File: config.mk
export PLATFORM = sky130hd
export DESIGN_NAME = otp_fault_svc_top
export DESIGN_NICKNAME = d
export VERILOG_FILES = /design/src/hw/svc_cmd_pkg.sv /design/src/hw/otp_fault_pkg.sv /design/src/hw/otp_fault_svc_top.sv /design/src/hw/otp_status_collector.sv /design/src/hw/otp_wb_frontend.sv /design/src/hw/otp_partition.sv /design/src/hw/svc_cmd_decoder.sv
export SDC_FILE = /design/constraint.sdc
export NUM_CORES = 1
export LEC_CHECK = 0
export BUFFER_PORTS_ARGS = -buffer_cell sky130_fd_sc_hd__buf_4
export CELL_PAD_IN_SITES_DETAIL_PLACEMENT = 1
export CELL_PAD_IN_SITES_GLOBAL_PLACEMENT = 1
export CORE_AREA = 4 4 254 256
export DETAILED_ROUTE_END_ITERATION = 10
export DIE_AREA = 0 0 258 260
export PLACE_DENSITY_LB_ADDON = 0.05
export SYNTH_ARGS = -nofsm -noshare
export SYNTH_HDL_FRONTEND = slang
export SYNTH_HIERARCHICAL = 1
export SYNTH_SLANG_ARGS = --single-unit
File: constraint.sdc
create_clock -name clk -period 11.8 [get_ports clk]
set_input_delay 2.36 -clock clk [delete_from_list [all_inputs] [get_ports clk]]
set_output_delay 2.36 -clock clk [all_outputs]
set_load 0.05 [all_outputs]
File: src/hw/svc_cmd_pkg.sv
/*
  Service command codes and the fault request that the decoder sends to the
  partitions. Codes outside this list are ignored.
*/

`default_nettype none

package svc_cmd_pkg;

  typedef enum logic [7:0] {
    CMD_CORR_FAULT    = 8'h01,
    CMD_UNCORR_FAULT  = 8'h02,
    CMD_RELEASE_FAULT = 8'h03,
    CMD_LC_RESET      = 8'h10
  } svc_cmd_e;

  // Kind of fault applied to the locked partitions
  typedef enum logic [1:0] {
    FAULT_NONE   = 2'd0,
    FAULT_CORR   = 2'd1,
    FAULT_UNCORR = 2'd2
  } fault_kind_e;

  typedef struct packed {
    fault_kind_e kind;
  } fault_req_t;

endpackage : svc_cmd_pkg

`default_nettype wire

File: src/hw/otp_fault_pkg.sv
/*
  Fuse array types and the Wishbone address map of the test-service block.
  Every partition holds a single 16-bit word, and at most MAX_PART partitions exist.
*/

`default_nettype none

package otp_fault_pkg;

  // ----------------------------------------------------------
  // Bus and array geometry
  // ----------------------------------------------------------
  localparam int ADDR_W   = 5;
  localparam int WB_DW    = 32;
  localparam int MAX_PART = 8;

  // Word addresses, one data and one digest slot per partition
  localparam logic [ADDR_W-1:0] ADDR_DATA_BASE   = 5'h00;
  localparam logic [ADDR_W-1:0] ADDR_DIGEST_BASE = 5'h08;
  localparam logic [ADDR_W-1:0] ADDR_STATUS      = 5'h10;

  // ----------------------------------------------------------
  // Fuse word and per-partition traffic
  // ----------------------------------------------------------
  typedef logic [15:0] otp_word_t;

  // One-cycle write to one partition
  typedef struct packed {
    logic      data_we;
    logic      digest_we;
    otp_word_t wdata;
  } part_wr_t;

  // What a partition reports back after fault classification
  typedef struct packed {
    otp_word_t rdata;
    logic      locked;
    logic      corr;
    logic      uncorr;
  } part_stat_t;

endpackage : otp_fault_pkg

`default_nettype wire
File: src/hw/otp_fault_svc_top.sv
/*
  Fuse test-service top level. NUM_PART sets the partition count (1 to 8),
  RST_HOLD the length of the lifecycle reset pulse in cycles.
*/

`default_nettype none

module otp_fault_svc_top import otp_fault_pkg::*, svc_cmd_pkg::*; #(
  parameter int NUM_PART = 8,
  parameter int RST_HOLD = 10
) (
  input  logic              clk,
  input  logic              cptra_rst_b,
  input  logic              wb_cyc_i,
  input  logic              wb_stb_i,
  input  logic              wb_we_i,
  input  logic [ADDR_W-1:0] wb_adr_i,
  input  logic [WB_DW-1:0]  wb_dat_i,
  output logic              wb_ack_o,
  output logic [WB_DW-1:0]  wb_dat_o,
  input  logic              cmd_valid_i,
  input  svc_cmd_e          cmd_i,
  output logic              alert_corr_o,
  output logic              alert_fatal_o,
  output logic              lc_rst_b_o
);

  part_wr_t          part_wr     [NUM_PART];
  part_stat_t        part_stat   [NUM_PART];
  otp_word_t         part_digest [NUM_PART];
  fault_req_t        fault_req;
  logic              fault_active;
  logic [ADDR_W-1:0] rd_adr;
  logic [WB_DW-1:0]  rd_dat;

  otp_wb_frontend #(.NUM_PART(NUM_PART)) u_frontend (
    .clk        (clk),
    .cptra_rst_b(cptra_rst_b),
    .wb_cyc_i   (wb_cyc_i),
    .wb_stb_i   (wb_stb_i),
    .wb_we_i    (wb_we_i),
    .wb_adr_i   (wb_adr_i),
    .wb_dat_i   (wb_dat_i),
    .wb_ack_o   (wb_ack_o),
    .wb_dat_o   (wb_dat_o),
    .part_wr_o  (part_wr),
    .rd_adr_o   (rd_adr),
    .rd_dat_i   (rd_dat)
  );

  for (genvar i = 0; i < NUM_PART; i++) begin : g_part
    otp_partition #(.NUM_PART(NUM_PART)) u_part (
      .clk        (clk),
      .cptra_rst_b(cptra_rst_b),
      .lc_rst_b_i (lc_rst_b_o),
      .wr_i       (part_wr[i]),
      .fault_req_i(fault_req),
      .stat_o     (part_stat[i]),
      .digest_o   (part_digest[i])
    );
  end

  otp_status_collector #(.NUM_PART(NUM_PART)) u_collector (
    .clk           (clk),
    .cptra_rst_b   (cptra_rst_b),
    .lc_rst_b_i    (lc_rst_b_o),
    .stat_i        (part_stat),
    .digest_i      (part_digest),
    .fault_active_i(fault_active),
    .rd_adr_i      (rd_adr),
    .rd_dat_o      (rd_dat),
    .alert_corr_o  (alert_corr_o),
    .alert_fatal_o (alert_fatal_o)
  );

  svc_cmd_decoder #(.RST_HOLD(RST_HOLD)) u_decoder (
    .clk           (clk),
    .cptra_rst_b   (cptra_rst_b),
    .cmd_valid_i   (cmd_valid_i),
    .cmd_i         (cmd_i),
    .fault_req_o   (fault_req),
    .fault_active_o(fault_active),
    .lc_rst_b_o    (lc_rst_b_o)
  );

endmodule : otp_fault_svc_top

`default_nettype wire

File: src/hw/otp_status_collector.sv
/*
  Collects partition status into sticky alert bits and builds the read mux.
  The sticky bits clear on cptra_rst_b and while the lifecycle reset is low.
*/

`default_nettype none

module otp_status_collector import otp_fault_pkg::*; #(
  parameter int NUM_PART = 8
) (
  input  logic              clk,
  input  logic              cptra_rst_b,
  input  logic              lc_rst_b_i,
  input  part_stat_t        stat_i [NUM_PART],
  input  otp_word_t         digest_i [NUM_PART],
  input  logic              fault_active_i,
  input  logic [ADDR_W-1:0] rd_adr_i,
  output logic [WB_DW-1:0]  rd_dat_o,
  output logic              alert_corr_o,
  output logic              alert_fatal_o
);

  logic [NUM_PART-1:0] corr_now;
  logic [NUM_PART-1:0] uncorr_now;
  logic [NUM_PART-1:0] corr_q;
  logic [NUM_PART-1:0] uncorr_q;
  logic [MAX_PART-1:0] corr_ext;
  logic [MAX_PART-1:0] uncorr_ext;

  always_comb begin
    for (int i = 0; i < NUM_PART; i++) begin
      corr_now[i]   = stat_i[i].corr;
      uncorr_now[i] = stat_i[i].uncorr;
    end
  end

  // ----------------------------------------------------------
  // Sticky alerts
  // ----------------------------------------------------------
  always_ff @(posedge clk or negedge cptra_rst_b) begin
    if (!cptra_rst_b) begin
      corr_q   <= '0;
      uncorr_q <= '0;
    end else if (!lc_rst_b_i) begin
      corr_q   <= '0;
      uncorr_q <= '0;
    end else begin
      corr_q   <= corr_q | corr_now;
      uncorr_q <= uncorr_q | uncorr_now;
    end
  end

  assign alert_corr_o  = |corr_q;
  assign alert_fatal_o = |uncorr_q;

  // ----------------------------------------------------------
  // Read mux
  // ----------------------------------------------------------
  always_comb begin
    corr_ext                   = '0;
    uncorr_ext                 = '0;
    corr_ext[NUM_PART-1:0]     = corr_q;
    uncorr_ext[NUM_PART-1:0]   = uncorr_q;
    rd_dat_o                   = '0;
    if (rd_adr_i == ADDR_STATUS) begin
      rd_dat_o = {{(WB_DW - 1 - 2 * MAX_PART){1'b0}}, fault_active_i, uncorr_ext, corr_ext};
    end
    for (int i = 0; i < NUM_PART; i++) begin
      if (rd_adr_i == ADDR_DATA_BASE + ADDR_W'(i)) begin
        rd_dat_o = {16'h0000, stat_i[i].rdata};
      end
      if (rd_adr_i == ADDR_DIGEST_BASE + ADDR_W'(i)) begin
        rd_dat_o = {16'h0000, digest_i[i]};
      end
    end
  end

endmodule : otp_status_collector

`default_nettype wire

File: src/hw/otp_wb_frontend.sv
/*
  Wishbone classic slave with a registered single-cycle ack. Writes go to the
  partitions as one-cycle strobes, and only bits 15:0 of the write data are used.
  Read data comes from the collector and is captured together with ack.
*/

`default_nettype none

module otp_wb_frontend import otp_fault_pkg::*; #(
  parameter int NUM_PART = 8
) (
  input  logic              clk,
  input  logic              cptra_rst_b,
  input  logic              wb_cyc_i,
  input  logic              wb_stb_i,
  input  logic              wb_we_i,
  input  logic [ADDR_W-1:0] wb_adr_i,
  input  logic [WB_DW-1:0]  wb_dat_i,
  output logic              wb_ack_o,
  output logic [WB_DW-1:0]  wb_dat_o,
  output part_wr_t          part_wr_o [NUM_PART],
  output logic [ADDR_W-1:0] rd_adr_o,
  input  logic [WB_DW-1:0]  rd_dat_i
);

  logic             ack_q;
  logic [WB_DW-1:0] dat_q;
  logic             req_new;

  // A request is new only in the cycle before its ack, which keeps a held
  // request from being served twice
  assign req_new = wb_cyc_i && wb_stb_i && !ack_q;

  // ----------------------------------------------------------
  // Ack and read data
  // ----------------------------------------------------------
  always_ff @(posedge clk or negedge cptra_rst_b) begin
    if (!cptra_rst_b) begin
      ack_q <= 1'b0;
    end else begin
      ack_q <= req_new;
    end
  end

  always_ff @(posedge clk) begin
    if (req_new && !wb_we_i) begin
      dat_q <= rd_dat_i;
    end
  end

  assign wb_ack_o = ack_q;
  assign wb_dat_o = dat_q;
  assign rd_adr_o = wb_adr_i;

  // ----------------------------------------------------------
  // Partition write strobes
  // ----------------------------------------------------------
  always_comb begin
    for (int i = 0; i < NUM_PART; i++) begin
      part_wr_o[i].data_we   = req_new && wb_we_i &&
                               (wb_adr_i == ADDR_DATA_BASE + ADDR_W'(i));
      part_wr_o[i].digest_we = req_new && wb_we_i &&
                               (wb_adr_i == ADDR_DIGEST_BASE + ADDR_W'(i));
      part_wr_o[i].wdata     = wb_dat_i[15:0];
    end
  end

  a_ack_needs_req: assert property (@(posedge clk) disable iff (!cptra_rst_b)
    $rose(wb_ack_o) |-> $past(wb_cyc_i && wb_stb_i))
    else $error("ack raised without a bus request");

endmodule : otp_wb_frontend

`default_nettype wire

File: src/hw/otp_partition.sv
/*
  One fuse partition with a data word, a golden copy and a digest, all blank (0)
  after reset. A nonzero digest locks it until cptra_rst_b. Faults apply only to
  a locked partition and are masked while the lifecycle reset is low.
*/

`default_nettype none

module otp_partition import otp_fault_pkg::*, svc_cmd_pkg::*; #(
  parameter int NUM_PART = 8
) (
  input  logic       clk,
  input  logic       cptra_rst_b,
  input  logic       lc_rst_b_i,
  input  part_wr_t   wr_i,
  input  fault_req_t fault_req_i,
  output part_stat_t stat_o,
  output otp_word_t  digest_o
);

  if ((NUM_PART < 1) || (NUM_PART > MAX_PART)) begin : g_bad_num_part
    $error("NUM_PART must lie between 1 and MAX_PART");
  end

  otp_word_t word_q;
  otp_word_t golden_q;
  otp_word_t digest_q;
  logic      locked_q;

  otp_word_t fault_word;
  otp_word_t diff;
  logic      one_bit;
  logic      many_bits;

  // ----------------------------------------------------------
  // Fuse storage and lock
  // ----------------------------------------------------------
  always_ff @(posedge clk or negedge cptra_rst_b) begin
    if (!cptra_rst_b) begin
      word_q   <= '0;
      golden_q <= '0;
      digest_q <= '0;
      locked_q <= 1'b0;
    end else if (!locked_q) begin
      if (wr_i.data_we) begin
        word_q   <= wr_i.wdata;
        golden_q <= wr_i.wdata;
      end
      if (wr_i.digest_we) begin
        digest_q <= wr_i.wdata;
        locked_q <= (wr_i.wdata != '0);
      end
    end
  end

  // ----------------------------------------------------------
  // Fault application and classification
  // ----------------------------------------------------------
  always_comb begin
    fault_word = word_q;
    if (locked_q && lc_rst_b_i) begin
      case (fault_req_i.kind)
        FAULT_CORR:   fault_word[0] = ~word_q[0];
        FAULT_UNCORR: fault_word    = ~word_q;
        default:      fault_word    = word_q;
      endcase
    end
  end

  // Distance to the golden copy decides whether the word can be repaired
  assign diff      = fault_word ^ golden_q;
  assign one_bit   = $onehot(diff);
  assign many_bits = (diff != '0) && !one_bit;

  always_comb begin
    stat_o.rdata  = one_bit ? golden_q : fault_word;
    stat_o.locked = locked_q;
    stat_o.corr   = one_bit;
    stat_o.uncorr = many_bits;
  end

  assign digest_o = digest_q;

  a_class_excl: assert property (@(posedge clk) disable iff (!cptra_rst_b)
    !(stat_o.corr && stat_o.uncorr))
    else $error("partition flagged both correctable and uncorrectable");

endmodule : otp_partition

`default_nettype wire

File: src/hw/svc_cmd_decoder.sv
/*
  Service command decoder. It holds one fault kind until release and times the
  lifecycle reset pulse. RST_HOLD must be at least 1. Commands that arrive while
  the pulse runs are dropped.
*/

`default_nettype none

module svc_cmd_decoder import svc_cmd_pkg::*; #(
  parameter int RST_HOLD = 10
) (
  input  logic       clk,
  input  logic       cptra_rst_b,
  input  logic       cmd_valid_i,
  input  svc_cmd_e   cmd_i,
  output fault_req_t fault_req_o,
  output logic       fault_active_o,
  output logic       lc_rst_b_o
);

  localparam int CNT_W = $clog2(RST_HOLD + 1);

  fault_kind_e      fault_kind_q;
  logic             rst_active_q;
  logic [CNT_W-1:0] rst_cnt_q;

  // ----------------------------------------------------------
  // Lifecycle reset pulse
  // ----------------------------------------------------------
  // The counter starts at 1 in the first low cycle, so the pulse ends
  // after the cycle in which it reaches RST_HOLD
  always_ff @(posedge clk or negedge cptra_rst_b) begin
    if (!cptra_rst_b) begin
      rst_active_q <= 1'b0;
      rst_cnt_q    <= '0;
    end else if (rst_active_q) begin
      if (rst_cnt_q == CNT_W'(RST_HOLD)) begin
        rst_active_q <= 1'b0;
        rst_cnt_q    <= '0;
      end else begin
        rst_cnt_q <= rst_cnt_q + 1'b1;
      end
    end else if (cmd_valid_i && (cmd_i == CMD_LC_RESET)) begin
      rst_active_q <= 1'b1;
      rst_cnt_q    <= CNT_W'(1);
    end
  end

  assign lc_rst_b_o = ~rst_active_q;

  // ----------------------------------------------------------
  // Held fault request
  // ----------------------------------------------------------
  always_ff @(posedge clk or negedge cptra_rst_b) begin
    if (!cptra_rst_b) begin
      fault_kind_q <= FAULT_NONE;
    end else if (rst_active_q) begin
      // The lifecycle reset wipes any injected fault
      fault_kind_q <= FAULT_NONE;
    end else if (cmd_valid_i) begin
      case (cmd_i)
        CMD_CORR_FAULT: begin
          if (fault_kind_q == FAULT_NONE) fault_kind_q <= FAULT_CORR;
        end
        CMD_UNCORR_FAULT: begin
          if (fault_kind_q == FAULT_NONE) fault_kind_q <= FAULT_UNCORR;
        end
        CMD_RELEASE_FAULT: begin
          fault_kind_q <= FAULT_NONE;
        end
        default: begin
        end
      endcase
    end
  end

  assign fault_req_o.kind = fault_kind_q;
  assign fault_active_o   = (fault_kind_q != FAULT_NONE);

  a_rst_cnt_range: assert property (@(posedge clk) disable iff (!cptra_rst_b)
    rst_active_q |-> (rst_cnt_q >= CNT_W'(1)) && (rst_cnt_q <= CNT_W'(RST_HOLD)))
    else $error("lifecycle reset counter left 1..RST_HOLD");

endmodule : svc_cmd_decoder

`default_nettype wire

==> metrics.yaml, run 1 <==
status:
  status: "finished clean"
power:
  ir_drop_uv: 98.6
  power.leakage_uw: 0.0111
  powerDensity_nw_per_um2: 135
global_route:
  antenna_found_initial: 4
  overflow: 0
  grt_pass1_vias: 15700
  grt_pass1_wl_um: 104000
  gr-usage-all-layers_pct: 20.7
  grt_max_degree: 153
critical_path:
  critPathKind: "reg2reg"
  crit_chain: "inv_2 > buf_4 > and3_1 > inv_1 > fa_1 > fa_1 > fa_1 > fa_1 > inv_1 > ha_1 > fa_1 > or4b_4 > a21oi_4 > a21oi_4 > buf_4 > xor2_1 > a211oi_1 > a41oi_1 > a2111oi_2 > a21oi_1"
  max_stage_delay_ns: 0.76
  arrival_ns: 7.93
  critPathRequiredTime_ns: 12.09
  cp_num_buf_inv: 5
  critical-path-top-delay-family: "adder cells"
  cp_max_fo: 31
  r2r_slack_ns: 4.16
  slowest_stage: "a2111oi_2"
  cp-end-kind: "flop"
  crit_top_cell: "fa_1"
  start_kind: "flop"
timing:
  slew_violations: 0
  holdWs_ns: 0.488
  fmax_mhz: 131
  setup-tns-final_ns: 0
  period_minus_slack_ns: 7.64
  fin_worst_skew_ns: 0.0224
  finalHoldViolCount: 0
  slew_headroom_pct: 21.9
  period_share_pct: 64.8
  rsz0062_at_grt: "false"
  setup_viol: 0
  tightest_slew_ns: 1.17
detailed_routing:
  routed-via-count: 14600
  viasPerCell: 5.24
  drt_wl_total_um: 69500
  drc: 0
  drtIter0Drc: 823
  routedWlPerCell_um: 25.0
  drtPass1Iterations: 5
  antenna_left: 0
floorplanning:
  die_area_um2: 67100
  placementRows: 92
  num_io_pins: 87
  initial_core_util_pct: 34.6
  die_x_um: 258
  coreArea_um2: 62500
  die_height_um: 260
placed_design:
  port_buffers: 70
  gp_congestion: 0.793
  dp_hpwl_um: 47200
clock_network:
  postCtsSetupRepairBufs: 0
  path_clk_slew_ns: 0.06
  insertion_delay_ns: 0.57
  clock-root-buffer: "clkbuf_16"
  cts_tree: "done"
  clockBufferDepth: 3
  cts_resized: 0
  cts_hold_buf: 0
  h-tree-depth: 2
  cts_buffers: 42
  cts_sinks: 320
synthesis:
  syn_area_um2: 21600
  netlist_instances: 1993
  synth_area_per_cell_um2: 10.9
  synth_warnings: 6
finish:
  drive_gt1_share_pct: 17.0
  register_area_um2: 8170
  mostFrequentLayoutCells: "288 x dfrtp_1, 185 x inv_1, 168 x mux2_1"
  final_nets: 2094
  layout_commonest_cell: "dfrtp_1"
  fillers: 6796
  multi_input_comb_area_um2: 11100
  area_growth_pct: 7.40
flow_run:
  drv_cap: 0
min_path:
  hold_path_class: "reg2reg"
==> flip-flops by register name (all words and copies together) (netlist names) <==
| name | flops |
|---|---|
| u_decoder/rst_active_q | 1 |
| g_part.u_part/digest_o | 128 |
| u_decoder/rst_cnt_q | 4 |
| u_frontend/wb_ack_o | 1 |
| u_decoder/fault_req_o | 2 |
| g_part.u_part/golden_q | 128 |
| u_frontend/wb_dat_o | 32 |
| g_part.u_part/locked_q | 8 |
| u_collector/corr_ext | 8 |
| u_collector/uncorr_ext | 8 |
==> area by class of cell <==
| cell class | count | share of cell area [%] |
|---|---|---|
| diodes | 6 | 0.0646 |
| clock buffers | 64 | 5.31 |
| clock inverters | 12 | 0.689 |
| inverters | 195 | 3.15 |
| multi-input cells | 1237 | 47.7 |
| flip-flops and latches | 320 | 35.1 |
| well taps | 846 | 4.55 |
| repair buffers | 101 | 3.35 |
==> path summary, 6_finish.rpt <==
kind / startpoint / endpoint / depth (start not counted)
setup / recovery: u_decoder/rst_active_q$_DFF_PN0_ / u_frontend/wb_dat_o[9]$_DFFE_PP_ / 20
hold / removal: g_part[2].u_part/digest_o[1]$_DFFE_PN0P_ / g_part[2].u_part/digest_o[1]$_DFFE_PN0P_ / 1
setup reg to reg: u_decoder/rst_active_q$_DFF_PN0_ / u_frontend/wb_dat_o[9]$_DFFE_PP_ / 20
hold reg to reg: g_part[2].u_part/digest_o[1]$_DFFE_PN0P_ / g_part[2].u_part/digest_o[1]$_DFFE_PN0P_ / 1
max in group asynchronous: cptra_rst_b / g_part[2].u_part/golden_q[13]$_DFFE_PN0P_ / 2
min in group asynchronous: cptra_rst_b / u_decoder/rst_cnt_q[0]$_DFFE_PN0P_ / 1
==> worst register-to-register path, delay by kind of cell, from the launching register on <==
kind,cells,cell delay (ns)
compound gates,6,1.77
xor+xnor,1,0.19
fa+ha+maj,6,2.72
buf+inv,5,1.20
flops,1,0.44
simple gates,2,1.05
==> where the power goes <==
group | internal (uW) | switching, uW | leakage [uW]
Sequential | 1220 | 107 | 0.00420
Combinational | 202 | 302 | 0.00619
Clock | 788 | 516 | 0.000683
Total | 2200 | 926 | 0.0111
==> per-layer routing <==
| metal | up-vias | global-route usage, % | share of wire, % |
|---|---|---|---|
| li1 | 6572 | - | - |
| met5 | - | 0 | 0 |
| met1 | 7679 | 28.8 | 46 |
| met4 | 0 | 4.85 | 2.1 |
| met2 | 270 | 34.3 | 47 |
| met3 | 65 | 2.79 | 4.6 |
==> per-stage QoR <==
stage / cell area (um^2) / cells / util, % / power [uW] / setup slack [ns]
finish: 23200 / 2781 / 37.2 / 3130 / 4.16
global placement: 21800 / 2699 / 34.9 / 1840 / 4.21
CTS: 23200 / 2775 / 37.2 / 3180 / 4.11
floorplan: 21700 / 2007 / - / 1680 / 5.10
global route: 23200 / 2775 / 37.2 / 3280 / 3.76
detailed placement: 21800 / 2699 / 34.9 / 1850 / 4.12
Note: power is estimated with default switching activity, not from simulation.
==> run 2: changes to the inputs <==
Clock period 11.8 ns to 7.3 ns, I/O delays scaled along.
==> run 2 against run 1 <==
  * Sequential share of layout area down 0.23 points
  * Register-to-register slack worse by 3.8 ns
  * Cell count is 0.65% higher
  * First-iteration DRC count is 21% lower
  * Hold slack lost 0.0045 ns
  * Setup slack lost 3.8 ns
  * Sequential power up 62%
  * Clock power grew 61%
  * Critical path type unchanged
==> metrics.yaml, run 2 (synthesized netlist as in run 1, its figures left out) <==
critical_path:
  r2r_start: "u_decoder/rst_active_q$_DFF_PN0_"
  start_kind: "flop"
  max_stage_delay_ns: 0.55  # -0.21 ns
  r2r_slack_ns: 0.37  # -3.79 ns
  critPathKind: "reg2reg"
  r2r_cells: 20  # unchanged
  cp_max_fo: 21  # -32%
  crit_top_cell: "fa_1"
  crit_chain: "clkinv_2 > buf_4 > nand2_1 > nor2_1 > o31ai_1 > fa_1 > fa_1 > fa_1 > fa_1 > inv_1 > ha_1 > fa_1 > or4b_4 > a21oi_4 > a21oi_4 > xor2_1 > a221oi_1 > o31ai_1 > nor4_1 > o211ai_1"
  critPathRequiredTime_ns: 7.53  # -4.56 ns
  rr_endpoint: "u_frontend/wb_dat_o[15]$_DFFE_PP_"
  arrival_ns: 7.16  # -0.77 ns
  cp-end-kind: "flop"
  slowest_stage: "fa_1"
clock_network:
  cts_hold_buf: 0  # unchanged
  cts_sinks: 320  # unchanged
  insertion_delay_ns: 0.58  # about the same
  cts_tree: "done"
  clock-root-buffer: "clkbuf_16"
  path_clk_slew_ns: 0.06  # about the same
  cts_buffers: 42  # unchanged
  h-tree-depth: 2  # unchanged
  clockBufferDepth: 3  # unchanged
floorplanning:
  initial_core_util_pct: 34.6  # unchanged
  num_io_pins: 87  # unchanged
  die_height_um: 260  # unchanged
  die_area_um2: 67100  # unchanged
  die_x_um: 258  # unchanged
  coreArea_um2: 62500  # unchanged
  placementRows: 92  # unchanged
finish:
  drive_gt1_share_pct: 18.2  # +1.2 points
  layout_commonest_cell: "dfrtp_1"
  mostFrequentLayoutCells: "286 x dfrtp_1, 185 x inv_1, 168 x mux2_1"
  final_nets: 2115  # +1.0%
  area_growth_pct: 8.13
  final_util_pct: 37.4  # +0.25 points
power:
  ir_drop_uv: 143  # +45%
  powerDensity_nw_per_um2: 216  # +61%
  power.leakage_uw: 0.0112  # +1.1%
global_route:
  overflow: 0  # unchanged
  gr-usage-all-layers_pct: 20.7  # +0.062 points
  antenna_found_initial: 3  # -1
  grt_pass1_wl_um: 104000  # -0.18%
  grt_max_degree: 158  # +3.3%
  grt_pass1_vias: 15500  # -0.87%
detailed_routing:
  routed-via-count: 14600  # +0.36%
  viasPerCell: 5.23  # -0.28%
  drtPass1Iterations: 5  # unchanged
  drtIter0Drc: 653  # -21%
  drt_wl_total_um: 69900  # +0.53%
  drc: 0  # unchanged
  routedWlPerCell_um: 25.0  # -0.12%
  antenna_left: 0  # unchanged
timing:
  period_minus_slack_ns: 6.93  # -0.707 ns
  setup-tns-final_ns: 0  # unchanged
  holdWs_ns: 0.483  # -0.00447 ns
  finalHoldViolCount: 0  # unchanged
  rsz0062_at_grt: "false"
  slew_headroom_pct: 14.1  # -7.8 points
  fin_worst_skew_ns: 0.0268  # +0.00444 ns
  setup_slack_ns: 0.366  # -3.79 ns
  fmax_mhz: 144  # +10%
  slew_violations: 0  # unchanged
  tightest_slew_ns: 1.28  # +0.108 ns
  period_share_pct: 95.0  # +30 points
  setup_viol: 0  # unchanged
min_path:
  holdPathEnd: "g_part[0].u_part/digest_o[15]$_DFFE_PN0P_"
  holdPathStages: 1  # unchanged
  hp-start: "g_part[0].u_part/digest_o[15]$_DFFE_PN0P_"
  hold_path_class: "reg2reg"
placed_design:
  dp_hpwl_um: 47900  # +1.5%
  place_ws_ns: 0.196  # -3.93 ns
  port_buffers: 70  # unchanged
  gp_congestion: 0.817  # +3.0%
status:
  status: "finished clean"
flow_run:
  drv_cap: 0  # unchanged
-- run 2: changes by cell type in the layout (fill, tap and decap cells not counted), moves of 2 or more --
cell      delta
diode_2      -3
buf_4       +20
dfrtp_2      +2
dfrtp_1      -2
clkinv_1     +4
clkinv_2     +5
clkbuf_1     -8
-- run 2: per-stage QoR --
stage / power [uW] / std cells / cell area (um^2)
floorplan: 2720 / 2007 / 21700
global placement: 2980 / 2712 / 21900
detailed placement: 3000 / 2712 / 21900
CTS: 5140 / 2788 / 23300
global route: 5310 / 2796 / 23400
finish: 5060 / 2799 / 23400
-- run 2: worst max path at each step --
stage	start	endpoint	slack, ns	cells after the start
after detailed placement	u_decoder/fault_req_o[0]$_DFFE_PN0P_	u_frontend/wb_dat_o[1]$_DFFE_PP_	0.20	20
final	u_decoder/rst_active_q$_DFF_PN0_	u_frontend/wb_dat_o[15]$_DFFE_PP_	0.37	20
after CTS	u_decoder/fault_req_o[0]$_DFFE_PN0P_	u_frontend/wb_dat_o[15]$_DFFE_PP_	0.18	18
after global placement	u_decoder/fault_req_o[1]$_DFFE_PN0P_	u_frontend/wb_dat_o[13]$_DFFE_PP_	0.26	19
after global routing	u_decoder/rst_active_q$_DFF_PN0_	u_frontend/wb_dat_o[15]$_DFFE_PP_	0.03	20
after floorplan	u_decoder/rst_active_q$_DFF_PN0_	u_frontend/wb_dat_o[1]$_DFFE_PP_	0.60	20
-- run 2: final cells by class --
type	instances	area (um^2)
fill	6779	39100
multi-input combinational	1237	11100
sequential	320	8170
clock buffer	55	1180
tap	846	1060
timing repair buffer	122	948
inverter	195	733
clock inverter	21	208
antenna	3	7.51
-- run 2: layer usage --
layer	wire (um)	global-route usage, %	up-vias
met5	13	0	-
met4	1670	4.93	2
met3	2410	2.90	78
met2	32600	34.2	223
met1	33200	29.1	7727
li1	-	-	6609
-- run 2: what timing repair did --
| item | in CTS | in global routing |
|---|---|---|
| setup buffers | 0 | 8 |
| endpoints found under the setup margin | 0 | 8 |
| gates resized for setup | 0 | 4 |
-- run 2: power breakdown --
| part | leakage [uW] | switching [uW] | internal, uW |
|---|---|---|---|
| clock network | 0.000690 | 845 | 1250 |
| logic | 0.00631 | 492 | 335 |
| registers | 0.00420 | 176 | 1960 |
| total | 0.0112 | 1510 | 3550 |
-- run 2: worst max-delay path, delay by kind of cell (launching register included) --
kind	cells	cell delay, ns
xor+xnor	1	0.22
compound gates	6	1.26
simple gates	4	1.13
flops	1	0.44
buf+inv	3	0.75
fa+ha+maj	6	2.80
==> run 3: changes to the inputs <==
Settings changed: BUFFER_PORTS_ARGS -buffer_cell sky130_fd_sc_hd__buf_4 to unset, DONT_BUFFER_PORTS set to 1.
==> run 3 against run 2 <==
  * Clock-buffer cell count is 5 higher
  * Global-route usage rose by 0.13 points
  * First-iteration DRC count rose by 44%
  * Cell area down 2.2%
  * Largest cell class unchanged
  * Via count decreased by 2.1%
  * Sequential share of layout area increased by 0.79 points
  * Sequential cell count stayed put
  * Wire length rose by 0.12%
  * Core utilization down 0.83 points
  * Sequential power hardly changed
  * Hold slack gained 0.0025 ns
  * Clock skew grew 0.00068 ns
==> metrics.yaml, run 3 (synthesized netlist as in run 1, its figures left out) <==
power:
  power.leakage_uw: 0.0109  # -3.0%
  powerDensity_nw_per_um2: 217  # +0.37%
  ir_drop_uv: 129  # -10%
finish:
  area_growth_pct: 5.73
  drive_gt1_share_pct: 15.2  # -3.0 points
  postLayoutCellArea_um2: 22900  # -2.2%
  fillers: 6746  # -0.49%
  multi_input_comb_area_um2: 11100  # about the same
  final_nets: 2045  # -3.3%
  mostFrequentLayoutCells: "287 x dfrtp_1, 185 x inv_1, 168 x mux2_1"
  layout_commonest_cell: "dfrtp_1"
  register_area_um2: 8170  # about the same
critical_path:
  critPathKind: "reg2reg"
  cp-end-kind: "flop"
  crit_top_cell: "fa_1"
  arrival_ns: 7.24  # +0.08 ns
  critPathRequiredTime_ns: 7.63  # +0.10 ns
  rr_endpoint: "u_frontend/wb_dat_o[1]$_DFFE_PP_"
  r2r_slack_ns: 0.39  # +0.03 ns
  cp_max_fo: 9  # -57%
  cp_num_buf_inv: 4  # +1
  slowest_stage: "fa_1"
  r2r_cells: 21  # +5.0%
  critical-path-top-delay-family: "adder cells"
  crit_chain: "buf_4 > ha_1 > and3_1 > inv_1 > fa_1 > fa_1 > fa_1 > fa_1 > inv_1 > ha_1 > fa_1 > or4b_4 > a21oi_4 > a21oi_4 > xor2_1 > mux2_2 > a32o_1 > a221o_1 > nor3_1 > o21ai_0 > buf_4"
  start_kind: "flop"
  max_stage_delay_ns: 0.55  # about the same
  r2r_start: "u_decoder/fault_req_o[1]$_DFFE_PN0P_"
min_path:
  holdPathEnd: "g_part[4].u_part/digest_o[14]$_DFFE_PN0P_"
  hp-start: "g_part[4].u_part/digest_o[14]$_DFFE_PN0P_"
  hold_path_class: "reg2reg"
  holdPathStages: 1  # unchanged
floorplanning:
  coreArea_um2: 62500  # unchanged
  die_x_um: 258  # unchanged
  num_io_pins: 87  # unchanged
  placementRows: 92  # unchanged
  die_height_um: 260  # unchanged
  die_area_um2: 67100  # unchanged
  initial_core_util_pct: 34.6  # unchanged
clock_network:
  cts_tree: "done"
  clockBufferDepth: 3  # unchanged
  cts_buffers: 42  # unchanged
  postCtsSetupRepairBufs: 0  # unchanged
  h-tree-depth: 2  # unchanged
  cts_sinks: 320  # unchanged
  path_clk_slew_ns: 0.06  # about the same
  clock-root-buffer: "clkbuf_16"
  insertion_delay_ns: 0.58  # about the same
detailed_routing:
  viasPerCell: 5.25  # +0.39%
  routed-via-count: 14300  # -2.1%
  drtPass1Iterations: 4  # -1
  drtIter0Drc: 940  # +44%
  drc: 0  # unchanged
  antenna_left: 0  # unchanged
  routedWlPerCell_um: 25.6  # +2.7%
  drt_wl_total_um: 69900  # +0.12%
global_route:
  grt_pass1_wl_um: 105000  # +1.0%
  grt_max_degree: 289  # +83%
  antenna_found_initial: 6  # +3
  gr-usage-all-layers_pct: 20.9  # +0.13 points
  overflow: 0  # unchanged
  grt_pass1_vias: 15500  # +0.019%
timing:
  tightest_slew_ns: 1.20  # -0.0753 ns
  fin_worst_skew_ns: 0.0275  # +0.000680 ns
  slew_violations: 0  # unchanged
  rsz0062_at_grt: "false"
  slew_headroom_pct: 19.8  # +5.7 points
  finalHoldViolCount: 0  # unchanged
  setup_viol: 0  # unchanged
  fmax_mhz: 145  # +0.37%
  period_share_pct: 94.6  # -0.35 points
  setup-tns-final_ns: 0  # unchanged
  holdWs_ns: 0.486  # +0.00245 ns
  setup_slack_ns: 0.392  # +0.0258 ns
  period_minus_slack_ns: 6.91  # -0.0258 ns
placed_design:
  port_buffers: 0  # -100%
  dp_hpwl_um: 46900  # -2.1%
  gp_congestion: 0.788  # -3.5%
  detailed_place.area_um2: 21500  # -2.2%
  place_ws_ns: 0.298  # +0.102 ns
flow_run:
  drv_cap: 0  # unchanged
status:
  status: "finished clean"
[run 3: layer usage]
metal | vias up | global-route usage, % | wire (um) | part of all wire [%]
met1 | 7542 | 28.9 | 32900 | 47
li1 | 6461 | - | - | -
met5 | - | 0 | 0 | 0
met3 | 71 | 2.96 | 2530 | 3.6
met2 | 255 | 35.1 | 33100 | 47
met4 | 0 | 4.28 | 1340 | 1.9
[run 3: what timing repair did]
action,4_1_cts,5_1_grt
gates resized for setup,0,2
endpoints found under the setup margin,0,3
hold buffers,0,0
[run 3: cell type report]
| type | instances | share of cell area, % |
|---|---|---|
| Multi-Input combinational cell | 1237 | 48.5 |
| Sequential cell | 320 | 35.7 |
| Clock buffer | 60 | 5.33 |
| Tap cell | 846 | 4.63 |
| Inverter | 195 | 3.20 |
| Timing Repair Buffer | 52 | 1.76 |
| Clock inverter | 17 | 0.831 |
| Antenna cell | 2 | 0.0219 |
[run 3: where the power goes]
| part | internal (uW) | switching [uW] |
|---|---|---|
| logic | 311 | 349 |
| clock network | 1280 | 873 |
| registers | 1960 | 194 |
[run 3: worst max path at each step]
stage               slack (ns)                                 start                                 to  depth (start not counted)
CTS                       0.30  u_decoder/fault_req_o[0]$_DFFE_PN0P_  u_frontend/wb_dat_o[10]$_DFFE_PP_                         20
global placement          0.38  u_decoder/fault_req_o[0]$_DFFE_PN0P_  u_frontend/wb_dat_o[10]$_DFFE_PP_                         20
global route              0.03  u_decoder/fault_req_o[1]$_DFFE_PN0P_   u_frontend/wb_dat_o[1]$_DFFE_PP_                         21
floorplan                 0.60      u_decoder/rst_active_q$_DFF_PN0_   u_frontend/wb_dat_o[1]$_DFFE_PP_                         20
finish                    0.39  u_decoder/fault_req_o[1]$_DFFE_PN0P_   u_frontend/wb_dat_o[1]$_DFFE_PP_                         21
detailed placement        0.30  u_decoder/fault_req_o[1]$_DFFE_PN0P_   u_frontend/wb_dat_o[1]$_DFFE_PP_                         21
[run 3: worst register-to-register path, stage by stage (launching register included)]
cell and delay [ns]:
dfrtp_1 0.54, buf_4 0.22, ha_1 0.24, and3_1 0.38, inv_1 0.13, fa_1 0.50
fa_1 0.52, fa_1 0.52, fa_1 0.55, inv_1 0.05, ha_1 0.21, fa_1 0.45
or4b_4 0.54, a21oi_4 0.18, a21oi_4 0.16, xor2_1 0.19, mux2_2 0.30, a32o_1 0.22
a221o_1 0.28, nor3_1 0.21, o21ai_0 0.12, buf_4 0.19
[run 3: through the flow]
step	power, uW	cells	utilization [%]
floorplan	2720	2007	-
global placement	2830	2650	34.3
detailed placement	2860	2650	34.3
CTS	5040	2727	36.6
finish	4970	2729	36.6
global route	5200	2727	36.6
